--- config.mk ---
export PLATFORM = sky130hd
export DESIGN_NAME = l2_rd_stage_flat
export DESIGN_NICKNAME = d
export VERILOG_FILES = /design/src/hdl/l2_pkg.sv /design/src/hdl/l2_mem_if.sv /design/src/hdl/l2_rd_stage.sv /design/src/flat_wrapper.sv
export VERILOG_INCLUDE_DIRS = /design/src /design/src/include
export SDC_FILE = /design/constraint.sdc
export NUM_CORES = 1
export LEC_CHECK = 0
export ABC_AREA = 1
export BUFFER_PORTS_ARGS = -buffer_cell sky130_fd_sc_hd__buf_2
export CORE_AREA = 2 2 478 480
export CTS_BUF_LIST = sky130_fd_sc_hd__clkbuf_4
export CTS_CLUSTER_SIZE = 16
export DETAILED_ROUTE_END_ITERATION = 10
export DIE_AREA = 0 0 480 482
export GPL_ROUTABILITY_DRIVEN = 1
export GPL_TIMING_DRIVEN = 1
export MAX_ROUTING_LAYER = met4
export SLEW_MARGIN = 15
export SYNTH_ARGS = -nofsm -noshare
export SYNTH_HDL_FRONTEND = slang
export SYNTH_SLANG_ARGS = --single-unit
export TNS_END_PERCENT = 30
--- constraint.sdc ---
create_clock -name clk -period 1.25 [get_ports clk]
set_clock_uncertainty 0.15 [all_clocks]
set_input_delay 0.1875 -clock clk [delete_from_list [all_inputs] [get_ports clk]]
set_output_delay 0.1875 -clock clk [all_outputs]
set_load 0.01 [all_outputs]
--- src/include/l2_defines.svh ---
`ifndef L2_DEFINES_SVH
`define L2_DEFINES_SVH

// associativity
`define L2_WAYS 4
`define L2_WAY_BITS 2

// 64 sets
`define L2_SET_BITS 6
`define L2_SETS 64

// field widths
`define LINE_BITS 128
`define L2_TAG_BITS 20
`define STATE_BITS 3
`define HPROT_BITS 1

`endif

--- src/hdl/l2_pkg.sv ---
`include "l2_defines.svh"

package l2_pkg;

    // index types
    typedef logic [`L2_SET_BITS-1:0] l2_set_t;
    typedef logic [`L2_WAY_BITS-1:0] l2_way_t;

    // per-way field payloads
    typedef logic [`LINE_BITS-1:0] line_t;
    typedef logic [`L2_TAG_BITS-1:0] l2_tag_t;
    typedef logic [`STATE_BITS-1:0] state_t;
    typedef logic [`HPROT_BITS-1:0] hprot_t;

    // one bit per way
    typedef logic [`L2_WAYS-1:0] l2_way_en_t;

    // one field value for each way of a set, way 0 in the low slot
    typedef line_t [`L2_WAYS-1:0] line_vec_t;
    typedef l2_tag_t [`L2_WAYS-1:0] tag_vec_t;
    typedef state_t [`L2_WAYS-1:0] state_vec_t;
    typedef hprot_t [`L2_WAYS-1:0] hprot_vec_t;

endpackage

--- src/hdl/l2_mem_if.sv ---


// combinational contents of the addressed set
interface l2_rd_if import l2_pkg::*; ();

    line_vec_t line;
    tag_vec_t tag;
    state_vec_t state;
    hprot_vec_t hprot;
    l2_way_t evict_way;

    modport src (
        output line, tag, state, hprot, evict_way
    );

    modport dst (
        input line, tag, state, hprot, evict_way
    );

endinterface

--- src/hdl/l2_rd_stage.sv ---
`timescale 1ns/1ps

module l2_rd_stage import l2_pkg::*; (
    input  logic       clk,
    input  logic       wr_rst,
    input  logic       rd_en,
    l2_rd_if.dst       rd,
    output line_vec_t  rd_data_line,
    output tag_vec_t   rd_data_tag,
    output state_vec_t rd_data_state,
    output hprot_vec_t rd_data_hprot,
    output l2_way_t    rd_data_evict_way
);

    // registered read port, holds between reads
    always_ff @(posedge clk) begin
        if (wr_rst) begin
            rd_data_line <= '0;
            rd_data_tag <= '0;
            rd_data_state <= '0;
            rd_data_hprot <= '0;
            rd_data_evict_way <= '0;
        end else if (rd_en) begin
            // storage reads are async, this picks up pre-write contents
            rd_data_line <= rd.line;
            rd_data_tag <= rd.tag;
            rd_data_state <= rd.state;
            rd_data_hprot <= rd.hprot;
            rd_data_evict_way <= rd.evict_way;
        end
    end

endmodule

--- src/flat_wrapper.sv ---
// flat-port wrapper written by rule: the top's interface ports become plain ports
module l2_rd_stage_flat import l2_pkg::*;
  (clk, wr_rst, rd_en, rd_data_line, rd_data_tag, rd_data_state, rd_data_hprot, rd_data_evict_way, rd_line, rd_tag, rd_state, rd_hprot, rd_evict_way);
  l2_rd_if rd_i ();
  input  logic clk;
  input  logic wr_rst;
  input  logic rd_en;
  output line_vec_t rd_data_line;
  output tag_vec_t rd_data_tag;
  output state_vec_t rd_data_state;
  output hprot_vec_t rd_data_hprot;
  output l2_way_t rd_data_evict_way;
  input wire logic [$bits(rd_i.line)-1:0] rd_line;
  input wire logic [$bits(rd_i.tag)-1:0] rd_tag;
  input wire logic [$bits(rd_i.state)-1:0] rd_state;
  input wire logic [$bits(rd_i.hprot)-1:0] rd_hprot;
  input wire logic [$bits(rd_i.evict_way)-1:0] rd_evict_way;
  assign rd_i.line = rd_line;
  assign rd_i.tag = rd_tag;
  assign rd_i.state = rd_state;
  assign rd_i.hprot = rd_hprot;
  assign rd_i.evict_way = rd_evict_way;
  l2_rd_stage u_core (.clk(clk), .wr_rst(wr_rst), .rd_en(rd_en), .rd(rd_i), .rd_data_line(rd_data_line), .rd_data_tag(rd_data_tag), .rd_data_state(rd_data_state), .rd_data_hprot(rd_data_hprot), .rd_data_evict_way(rd_data_evict_way));
endmodule
* After elaboration in Yosys (flattened, before gate mapping)
Index checks and enable logic that the tools add are counted.
** Word-level totals
- Bits in registers :: 610

* Depth between registers and ports, before layout
- Depth after elaboration :: 0
- Depth in mapped cells :: 7
- Mapped depth without buffers :: 4

* Worst setup path before layout
Ideal clock, no wire load.
- Path type :: input-to-reg
- Start point :: in rd_en
- End point :: reg u_core.rd_data_line[0] in the netlist's numbering
- Stages :: 6
- Path buffers :: 4
- Data arrival time :: 0.888 ns
- Path slack :: 0.099 ns
- Library setup time :: 0.113 ns
- Cell sequence :: buf_2 -> buf_6 -> buf_4 -> buf_4 -> nor2_1 -> nor2_1
** RTL lines
- start: declaration :: RTL line flat_wrapper.sv:7 : input logic rd_en;
- end signal: assignment :: RTL line l2_rd_stage.sv:25 : rd_data_line <= rd.line;
- end: declaration :: RTL line l2_rd_stage.sv:8 : output line_vec_t rd_data_line,

* Final worst setup path
- Start point :: reg u_core.rd_data_line[169] in the netlist's numbering
- End point :: out rd_data_line[169] in the netlist's numbering
** RTL lines
- end: declaration :: RTL line flat_wrapper.sv:8 : output line_vec_t rd_data_line;
No word-level cell between the ends.

==> flow_metrics.env <==
export IMPL_drv_cap=0
export IMPL_wl_met3_um=22000
export IMPL_cpMaxStageDelayCell="dfxtp_4"
export IMPL_ios=1223
export IMPL_synth_nets=4477
export IMPL_cp_max_fo=2
export IMPL_synth_area_um2=24800
export IMPL_grt_pass1_vias=33500
export IMPL_slew_headroom=0.593
export IMPL_cts_tree="done"
export IMPL_rsz0062_at_grt="yes"
export IMPL_wl_met1_um=76900
export IMPL_start_util=0.110
export IMPL_cp_end_kind="primary output"
export IMPL_pwr_share_comb=0.244
export IMPL_setup_violations=1046
export IMPL_clk_pin_slew_ns=0.08
export IMPL_grt_pass1_wl_um=249000
export IMPL_critPathKind="reg -> out"
export IMPL_ant_nets=0
export IMPL_finalNetCount=7232
export IMPL_min_path_type="in -> reg"
export IMPL_setup_slack_ns=-0.801
export IMPL_sw_frac_of_total=0.314
export IMPL_yosysSeqAreaShare=0.492
export IMPL_yosys_warnings=0
export IMPL_worst_pin_slew_ns=0.609
export IMPL_crit_cells=1
export IMPL_slew_viol_final=0
export IMPL_min_path_cells=5
export IMPL_status="finished, violations left"
export IMPL_cpLargestDelayFamily="flip-flops"
export IMPL_ir_worst_vdd_mv=0.729
export IMPL_met2WireLength_um=78800
export IMPL_violations="negative setup slack"
export IMPL_drive_gt1_frac=0.332
export IMPL_postSynthAreaPerCell_um2=6.43
export IMPL_crit_chain="buf_6"
export IMPL_tns_ns=-474.21
export IMPL_vias=34400
export IMPL_holdWs_ns=0.231
export IMPL_cts_sinks=610
export IMPL_drt_wl_total_um=190000
export IMPL_grt_max_degree=64
export IMPL_p_seq_frac=0.390
export IMPL_synth_distinct_cells=10
export IMPL_drt_iter0_drc=1518
export IMPL_track_usage=0.159
export IMPL_path_buf_inv=1
export IMPL_finalCritPeriodShare=1.64
export IMPL_pre_cts_ws_ns=-0.159
export IMPL_core_area_um2=226000
export IMPL_overflow=0
export IMPL_post_dp_hpwl_um=148000
export IMPL_power_density_nw_per_um2=1010
export IMPL_cts_buffers=191
export IMPL_drc=0
export IMPL_slowest_delay_ns=0.37
export IMPL_antenna_found_initial=222
export IMPL_cp_arrival_ns=1.71
export IMPL_die_area_um2=231000
export IMPL_first_pass_iters=6
export IMPL_min_period_ns=2.05
export IMPL_required_ns=0.91
export IMPL_port_buffers=1222
export IMPL_report_final_hold_viol_count=0
export IMPL_p_int_mw=38.9
export IMPL_power_share_clock=0.367
export IMPL_switchingPower_mw=17.8
export IMPL_clock_latency_ns=1.17
export IMPL_wl_per_cell_um=19.2
export IMPL_reg2regPathDepth=3
export IMPL_cts_root_buffer="clkbuf_4"
export IMPL_fin_area_um2=56000
export IMPL_area_delta_synth_final_pct=125
export IMPL_gp_congestion=0.922
export IMPL_syn_inst=3864
export IMPL_die_h_um=482
export IMPL_post_route_util=0.247
export IMPL_cts_buffer_depth=3
export IMPL_p_leak_nw=28.3
export IMPL_vias_per_cell=3.46
export IMPL_dpl_cell_area_um2=35200
export IMPL_fmax_mhz=488
export IMPL_cp_start_kind="register"
export IMPL_row_count=175
export IMPL_die_w_um=480
export IMPL_top_layer_used="met4"
export IMPL_cts_max_level=4
export IMPL_synth_seq_cells=610
-- metal layers --
| layer | vias up | GRT usage |
|---|---|---|
| li1 | 16800 | - |
| met1 | 15300 | 0.177 |
| met2 | 1713 | 0.233 |
| met3 | 531 | 0.0798 |
| met4 | 0 | 0.0837 |
| met5 | - | - |
-- cells in the final DEF (no fill, tap or decap), drive strengths merged --
cell	count
buf	1406
dlygate4sd3	1359
nand2	1220
nor2	1220
inv	618
dfxtp	610
clkbuf	265
diode	165
clkinv	51
bufinv	3
clkinvlp	2
-- flip-flops by register name (all words and copies together), names as in the netlist --
register and count:
u_core.rd_data_hprot 4, u_core.rd_data_state 12, u_core.rd_data_tag 80, u_core.rd_data_line 512, u_core.rd_data_evict_way 2
-- cells by family after synthesis --
logic type	count (synthesis)	synth area share
flops	610	0.492
buf+inv	814	0.140
simple gates	2440	0.369
-- synth_stat cells --
library cell	instances	share of area
dfxtp_1	610	0.49
clkbuf_1	51	0.0077
buf_6	25	0.011
nor2_1	1220	0.18
buf_4	34	0.010
inv_2	1	0.00015
buf_2	83	0.017
buf_1	10	0.0015
nand2_1	1220	0.18
inv_1	610	0.092
-- area by class of cell --
type                       instances  area (um2)
timing repair buffer            2765       25000
sequential                       610       12900
clock buffer                     265        1990
clock inverter                    63         398
antenna                          165         413
fill                           24400      170000
inverter                         611        2300
tap                             3009        3760
multi-input combinational       2440        9160
-- stage by stage --
stage | std cells | total power, mW
floorplan | 3864 | 25.7
global placement | 8041 | 30.4
detailed placement | 8041 | 30.4
CTS | 9749 | 56.6
global route | 9910 | 60.0
finish | 9928 | 56.7
-- path summary, 6_finish.rpt --
path / slack, ns / endpoint / start
worst min register to register: 0.32 / u_core.rd_data_line[138] / u_core.rd_data_line[138]
worst max-delay path: -0.80 / rd_data_line[169] / u_core.rd_data_line[169]
worst max register to register: 0.33 / u_core.rd_data_line[158] / u_core.rd_data_line[158]
worst min-delay path: 0.23 / u_core.rd_data_line[362] / rd_en
-- power groups by stage --
stage                     logic, mW  registers (mW)  clock network, mW
after floorplan                3.18            22.5                  0
after global placement         8.43            21.9                  0
after detailed placement       8.47            22.0                  0
after CTS                      13.1            21.8               21.7
after global routing           15.0            22.2               22.8
final                          13.8            22.1               20.8
-- repair_timing --
item / 4_1_cts / 5_1_grt
hold buffers: 1359 / 0
endpoints found under the hold margin: 610 / 0
endpoints found under the setup margin: 610 / 684
buffers inserted: 21 / 14
resized for setup: 857 / 614
cloned: 0 / 0
Power figures use the tool's default switching activity.
