===== src/include/l2_defines.svh =====
`ifndef L2_DEFINES_SVH
`define L2_DEFINES_SVH

// associativity
`define L2_WAYS 4
`define L2_WAY_BITS 2

// 64 sets
`define L2_SET_BITS 6
`define L2_SETS 64

// field widths
`define LINE_BITS 128
`define L2_TAG_BITS 20
`define STATE_BITS 3
`define HPROT_BITS 1

`endif


===== src/hdl/l2_pkg.sv =====
`include "l2_defines.svh"

package l2_pkg;

    // index types
    typedef logic [`L2_SET_BITS-1:0] l2_set_t;
    typedef logic [`L2_WAY_BITS-1:0] l2_way_t;

    // per-way field payloads
    typedef logic [`LINE_BITS-1:0] line_t;
    typedef logic [`L2_TAG_BITS-1:0] l2_tag_t;
    typedef logic [`STATE_BITS-1:0] state_t;
    typedef logic [`HPROT_BITS-1:0] hprot_t;

    // one bit per way
    typedef logic [`L2_WAYS-1:0] l2_way_en_t;

    // one field value for each way of a set, way 0 in the low slot
    typedef line_t [`L2_WAYS-1:0] line_vec_t;
    typedef l2_tag_t [`L2_WAYS-1:0] tag_vec_t;
    typedef state_t [`L2_WAYS-1:0] state_vec_t;
    typedef hprot_t [`L2_WAYS-1:0] hprot_vec_t;

endpackage


===== src/hdl/l2_mem_if.sv =====
`timescale 1ns/1ps

// decoded write request into the storage
interface l2_wr_if import l2_pkg::*; ();

    l2_set_t set;

    line_t line;
    l2_tag_t tag;
    state_t state;
    hprot_t hprot;
    l2_way_t evict_way;

    // per-way enables
    l2_way_en_t line_en;
    l2_way_en_t tag_en;
    l2_way_en_t state_en;
    l2_way_en_t hprot_en;

    // evict pointer is per set, single strobe
    logic evict_en;

    modport src (
        output set, line, tag, state, hprot, evict_way,
        output line_en, tag_en, state_en, hprot_en, evict_en
    );

    modport dst (
        input set, line, tag, state, hprot, evict_way,
        input line_en, tag_en, state_en, hprot_en, evict_en
    );

endinterface



===== src/hdl/l2_wr_decode.sv =====
`timescale 1ns/1ps

module l2_wr_decode import l2_pkg::*; (
    input  l2_set_t  set_in,
    input  l2_way_t  way,
    input  line_t    wr_data_line,
    input  l2_tag_t  wr_data_tag,
    input  state_t   wr_data_state,
    input  hprot_t   wr_data_hprot,
    input  l2_way_t  wr_data_evict_way,
    input  logic     wr_en_line,
    input  logic     wr_en_tag,
    input  logic     wr_en_state,
    input  logic     wr_en_hprot,
    input  logic     wr_en_evict_way,
    input  logic     wr_state_all,
    l2_wr_if.src     wr
);

    l2_way_en_t way_oh;

    // one-hot way select
    always_comb begin
        way_oh = '0;
        way_oh[way] = 1'b1;
    end

    // address and payloads go straight through
    assign wr.set = set_in;
    assign wr.line = wr_data_line;
    assign wr.tag = wr_data_tag;
    assign wr.state = wr_data_state;
    assign wr.hprot = wr_data_hprot;
    assign wr.evict_way = wr_data_evict_way;

    always_comb begin
        wr.line_en = wr_en_line ? way_oh : '0;
        wr.tag_en = wr_en_tag ? way_oh : '0;
        wr.hprot_en = wr_en_hprot ? way_oh : '0;

        // broadcast state to every way of the set
        if (wr_state_all) begin
            wr.state_en = '1;
        end else if (wr_en_state) begin
            wr.state_en = way_oh;
        end else begin
            wr.state_en = '0;
        end
    end

    // not way specific
    assign wr.evict_en = wr_en_evict_way;

endmodule


===== src/flat_wrapper.sv =====
// flat-port wrapper written by rule: the top's interface ports become plain ports
module l2_wr_decode_flat import l2_pkg::*;
  (set_in, way, wr_data_line, wr_data_tag, wr_data_state, wr_data_hprot, wr_data_evict_way, wr_en_line, wr_en_tag, wr_en_state, wr_en_hprot, wr_en_evict_way, wr_state_all, wr_set, wr_line, wr_tag, wr_state, wr_hprot, wr_evict_way, wr_line_en, wr_tag_en, wr_state_en, wr_hprot_en, wr_evict_en);
  l2_wr_if wr_i ();
  input  l2_set_t set_in;
  input  l2_way_t way;
  input  line_t wr_data_line;
  input  l2_tag_t wr_data_tag;
  input  state_t wr_data_state;
  input  hprot_t wr_data_hprot;
  input  l2_way_t wr_data_evict_way;
  input  logic wr_en_line;
  input  logic wr_en_tag;
  input  logic wr_en_state;
  input  logic wr_en_hprot;
  input  logic wr_en_evict_way;
  input  logic wr_state_all;
  output wire logic [$bits(wr_i.set)-1:0] wr_set;
  output wire logic [$bits(wr_i.line)-1:0] wr_line;
  output wire logic [$bits(wr_i.tag)-1:0] wr_tag;
  output wire logic [$bits(wr_i.state)-1:0] wr_state;
  output wire logic [$bits(wr_i.hprot)-1:0] wr_hprot;
  output wire logic [$bits(wr_i.evict_way)-1:0] wr_evict_way;
  output wire logic [$bits(wr_i.line_en)-1:0] wr_line_en;
  output wire logic [$bits(wr_i.tag_en)-1:0] wr_tag_en;
  output wire logic [$bits(wr_i.state_en)-1:0] wr_state_en;
  output wire logic [$bits(wr_i.hprot_en)-1:0] wr_hprot_en;
  output wire logic [$bits(wr_i.evict_en)-1:0] wr_evict_en;
  assign wr_set = wr_i.set;
  assign wr_line = wr_i.line;
  assign wr_tag = wr_i.tag;
  assign wr_state = wr_i.state;
  assign wr_hprot = wr_i.hprot;
  assign wr_evict_way = wr_i.evict_way;
  assign wr_line_en = wr_i.line_en;
  assign wr_tag_en = wr_i.tag_en;
  assign wr_state_en = wr_i.state_en;
  assign wr_hprot_en = wr_i.hprot_en;
  assign wr_evict_en = wr_i.evict_en;
  l2_wr_decode u_core (.set_in(set_in), .way(way), .wr_data_line(wr_data_line), .wr_data_tag(wr_data_tag), .wr_data_state(wr_data_state), .wr_data_hprot(wr_data_hprot), .wr_data_evict_way(wr_data_evict_way), .wr_en_line(wr_en_line), .wr_en_tag(wr_en_tag), .wr_en_state(wr_en_state), .wr_en_hprot(wr_en_hprot), .wr_en_evict_way(wr_en_evict_way), .wr_state_all(wr_state_all), .wr(wr_i));
endmodule

===== config.mk =====
export PLATFORM = sky130hd
export DESIGN_NAME = l2_wr_decode_flat
export DESIGN_NICKNAME = d
export VERILOG_FILES = /design/src/hdl/l2_pkg.sv /design/src/hdl/l2_mem_if.sv /design/src/hdl/l2_wr_decode.sv /design/src/flat_wrapper.sv
export VERILOG_INCLUDE_DIRS = /design/src /design/src/include
export SDC_FILE = /design/constraint.sdc
export NUM_CORES = 1
export LEC_CHECK = 0
export BUFFER_PORTS_ARGS = -buffer_cell sky130_fd_sc_hd__clkbuf_2
export CAP_MARGIN = 30
export CORE_AREA = 10 10 127 129
export DETAILED_ROUTE_END_ITERATION = 16
export DIE_AREA = 0 0 137 139
export SETUP_SLACK_MARGIN = 0.2
export SLEW_MARGIN = 20
export SYNTH_ARGS = -nofsm -noshare
export SYNTH_HDL_FRONTEND = slang
export SYNTH_SLANG_ARGS = --single-unit

===== constraint.sdc =====
create_clock -name vclk -period 0.8
set_clock_uncertainty 0.2 [all_clocks]
set_input_delay 0.04 -clock vclk [all_inputs]
set_output_delay 0.04 -clock vclk [all_outputs]
set_load 0.005 [all_outputs]

---- Word level (Yosys, flattened, before mapping) ----
Index checks and enable logic that the tools add are counted.
word-level totals
  input port bits ......................... 168
  register bits after elaboration ......... 0
  logic and storage cells ................. 10
  output and inout bits ................... 177
operators by class
  $lt $le $gt $ge ......................... 2
  multiplexer cells ....................... 7
  reductions and logical operators ........ 1
operators with widths
  cell                  number
  $mux W4               5
  $lt A2 B3 Y1 const B  1
  $demux W1 S2          1
  $ge A2 B1 Y1 const B  1
  $logic_and A1 B1 Y1   1
  $mux W1               1

---- Longest topological paths before layout ----
  word-level depth ........................ 6
  gate-level depth with buffers ........... 2
  depth with buffers taken out ............ 2

---- Worst setup path after synthesis ----
OpenSTA, ideal clock, no wires.
  kind .................................... in2out
  start point ............................. input way[1]
  end point ............................... output wr_hprot_en[0]
  data arrival time ....................... 331 ps
  path buffers ............................ 0
  stages on the path ...................... 2
  path slack .............................. 229 ps
  cell sequence ........................... nor2_1 and2_1
on the way
  word-level cells in the longest chain between the ends .. 5
  elaborated cells on any way between the ends .. 6
  those cells by class .................... order compare: 2; mux: 3; reduce/logical: 1
RTL lines
  element                                                             RTL line            RTL
  start: declaration                                                  flat_wrapper.sv:6   input l2_way_t way;
  $lt A2 B3 Y1 (implied by the code) or $ge A2 B1 Y1 (tied branches)  l2_wr_decode.sv:25  way_oh[way] = 1'b1;
  $logic_and A1 B1 Y1 (implied by the code)                           l2_wr_decode.sv:25
  $mux W1 (implied by the code)                                       l2_wr_decode.sv:25
  $demux W1 S2 *                                                      -
  $mux W4 *                                                           l2_wr_decode.sv:39  wr.hprot_en = wr_en_hprot ? way_oh : '0;
  end: declaration                                                    flat_wrapper.sv:27  output wire logic [$bits(wr_i.hprot_en)-1:0] wr_hprot_en;
Mark *: on every way between the ends. The rest lies on a longest branch, timed or not.

---- Worst setup path after layout ----
  start point ............................. input way[1]
  end point ............................... output wr_hprot_en[1]
The elaborated chain is that of the path after synthesis.

==> metrics.cfg <==
[outcome]
status = finished, violations left
violations = negative hold slack, negative setup slack

[floorplan]
die_w_um = 137
core_area_sq_um = 13670
die_area_sq_um = 19040
initial_utilization_pct = 9.879
io_pins = 345
die_y_um = 139
num_rows = 43

[critical_path]
cp_slowest_stage_delay_ns = 0.14
path_class = primary input to primary output
cpMaxStageDelayCell = and2_4
cp.required_ns = 0.56
cp.arrival_ns = 0.64
crit_family = buffers and inverters
worst_setup_path_end_kind = primary output
path_buf_inv = 3
crit_chain = buf_8, buf_12, nor2b_4, and2_4, clkbuf_2
cp-start-kind = primary input
cp_max_fo = 5

[pwr]
ir_drop_uv = 38.54
p_leak_nw = 0.2138
pwr_density_cell_nw_per_um2 = 321.1

[grt]
globalRoute.totalOverflow = 0
track_usage_pct = 3.950
antenna_found_initial = 0
grt_max_degree = 8
grt_pass1_vias = 593
grt_pass1_wl_um = 5188

[routing]
wl_per_cell_um = 20.68
firstDrtPassIters = 2
vias = 527
routed_wl_um = 4612
vias_per_cell = 2.363
drc = 0
ant_nets = 0
drt_iter0_drc = 11

[placement]
dp_hpwl_um = 3900
gp_congestion = 0.7871
io_buffers = 23

[timing]
hold_viol_final = 161
final.setup.worst_slack_ns = -0.07683
setup_tns_ns = -0.2987
worst_pin_slew_ns = 0.1453
drv_slew = 0
relSlewSlack_pct = 90.30
whs_ns = -0.1200
finalSetupViolations = 7
fin_crit_ns = 0.8768
fmax_mhz = 1140
finalCritPeriodShare_pct = 109.6
rsz0062_at_grt = yes

[cells_and_area]
final_cell_mix = clkbuf_2, and2_4, buf_6, and2_1
regArea_sq_um = 0
layout_commonest_cell = clkbuf_2
drive_gt1_share_pct = 83.72
design.seq.count = 0
antenna_cells = 0
nClkBuffers = 0
nets = 213
area_growth_pct = -57.55

[job]
drv_cap = 0

[clock_network]
postCtsSetupBuffers = 0

[synthesis]
netlist_area_sq_um = 1350
synth_cell_types = 7
seq_area_frac_synth_pct = 0
synth_nets = 348
syn_inst = 180
yosys_warnings = 0
avgSynthCellArea_sq_um = 7.500

[worst_hold_path]
min-delay-start = wr_data_line[26]
hp-class = primary input to primary output
hold_end = wr_line[26]
hold-path-cell-count = 0

-- synthesized netlist by cell type --
cell	n	area share, %
a31o_2	1	0.65
and2_1	9	4.2
a21o_1	3	1.7
buf_4	161	90
nor2b_4	2	2.0
and3_2	3	1.7
nor2_1	1	0.28
-- area by class of cell --
type	count	area, sq um
well taps	180	225.2
repair buffers	24	191.4
multi-input cells	19	156.4
fillers	1631	13090
-- worst max-delay path by stage --
stage	startpoint	endpoint	slack, ns	cells after the start
floorplan	way[1]	wr_hprot_en[0]	0.23	2
global placement	way[1]	wr_tag_en[2]	-0.13	4
detailed placement	way[1]	wr_line_en[2]	-0.13	4
CTS	way[1]	wr_state_en[1]	-0.11	5
global route	way[1]	wr_state_en[1]	-0.11	5
finish	way[1]	wr_hprot_en[1]	-0.08	5
-- through the flow --
| step | instance area (sq um) | utilization [%] | power, mW | cells | worst slack, ns |
|---|---|---|---|---|---|
| 2_1_floorplan | 1350 | - | 0.7017 | 180 | 0.2289 |
| 3_3_place_gp | 501.7 | 3.671 | 0.1529 | 223 | -0.1332 |
| 3_5_place_dp | 501.7 | 3.671 | 0.1531 | 223 | -0.1338 |
| 4_1_cts | 529.3 | 3.873 | 0.1687 | 223 | -0.1083 |
| 5_1_grt | 573.1 | 4.193 | 0.2017 | 223 | -0.1103 |
| 6_report | 573.1 | 4.193 | 0.1840 | 223 | -0.07683 |
-- per-layer routing --
layer | share of wire (%) | vias to the layer above | track usage (%)
met5 | 0 | - | 0
met1 | 7.4 | 164 | 0.9003
li1 | - | 114 | -
met3 | 31 | 94 | 4.601
met4 | 20 | 0 | 7.603
met2 | 42 | 155 | 5.879
-- where the power goes --
part / leakage, nW / total, mW / switching, mW / internal [mW]
sequential: 0 / 0 / 0 / 0
combinational: 0.214 / 0.184 / 0.0768 / 0.107
clock: 0 / 0 / 0 / 0
-- what timing repair did --
item	4_1_cts	5_1_grt
endpoints found under the hold margin	161	161
endpoints found under the setup margin	16	16
pin swaps	3	2
gates resized for setup	7	15
-- cell families (layout without fill, tap and decap cells) --
family	after synthesis	in the layout	share of synthesized area, %
buf+inv	161	24	89.53
simple gates	15	15	8.155
compound gates	4	4	2.317
(Power assumes the default switching activity.)
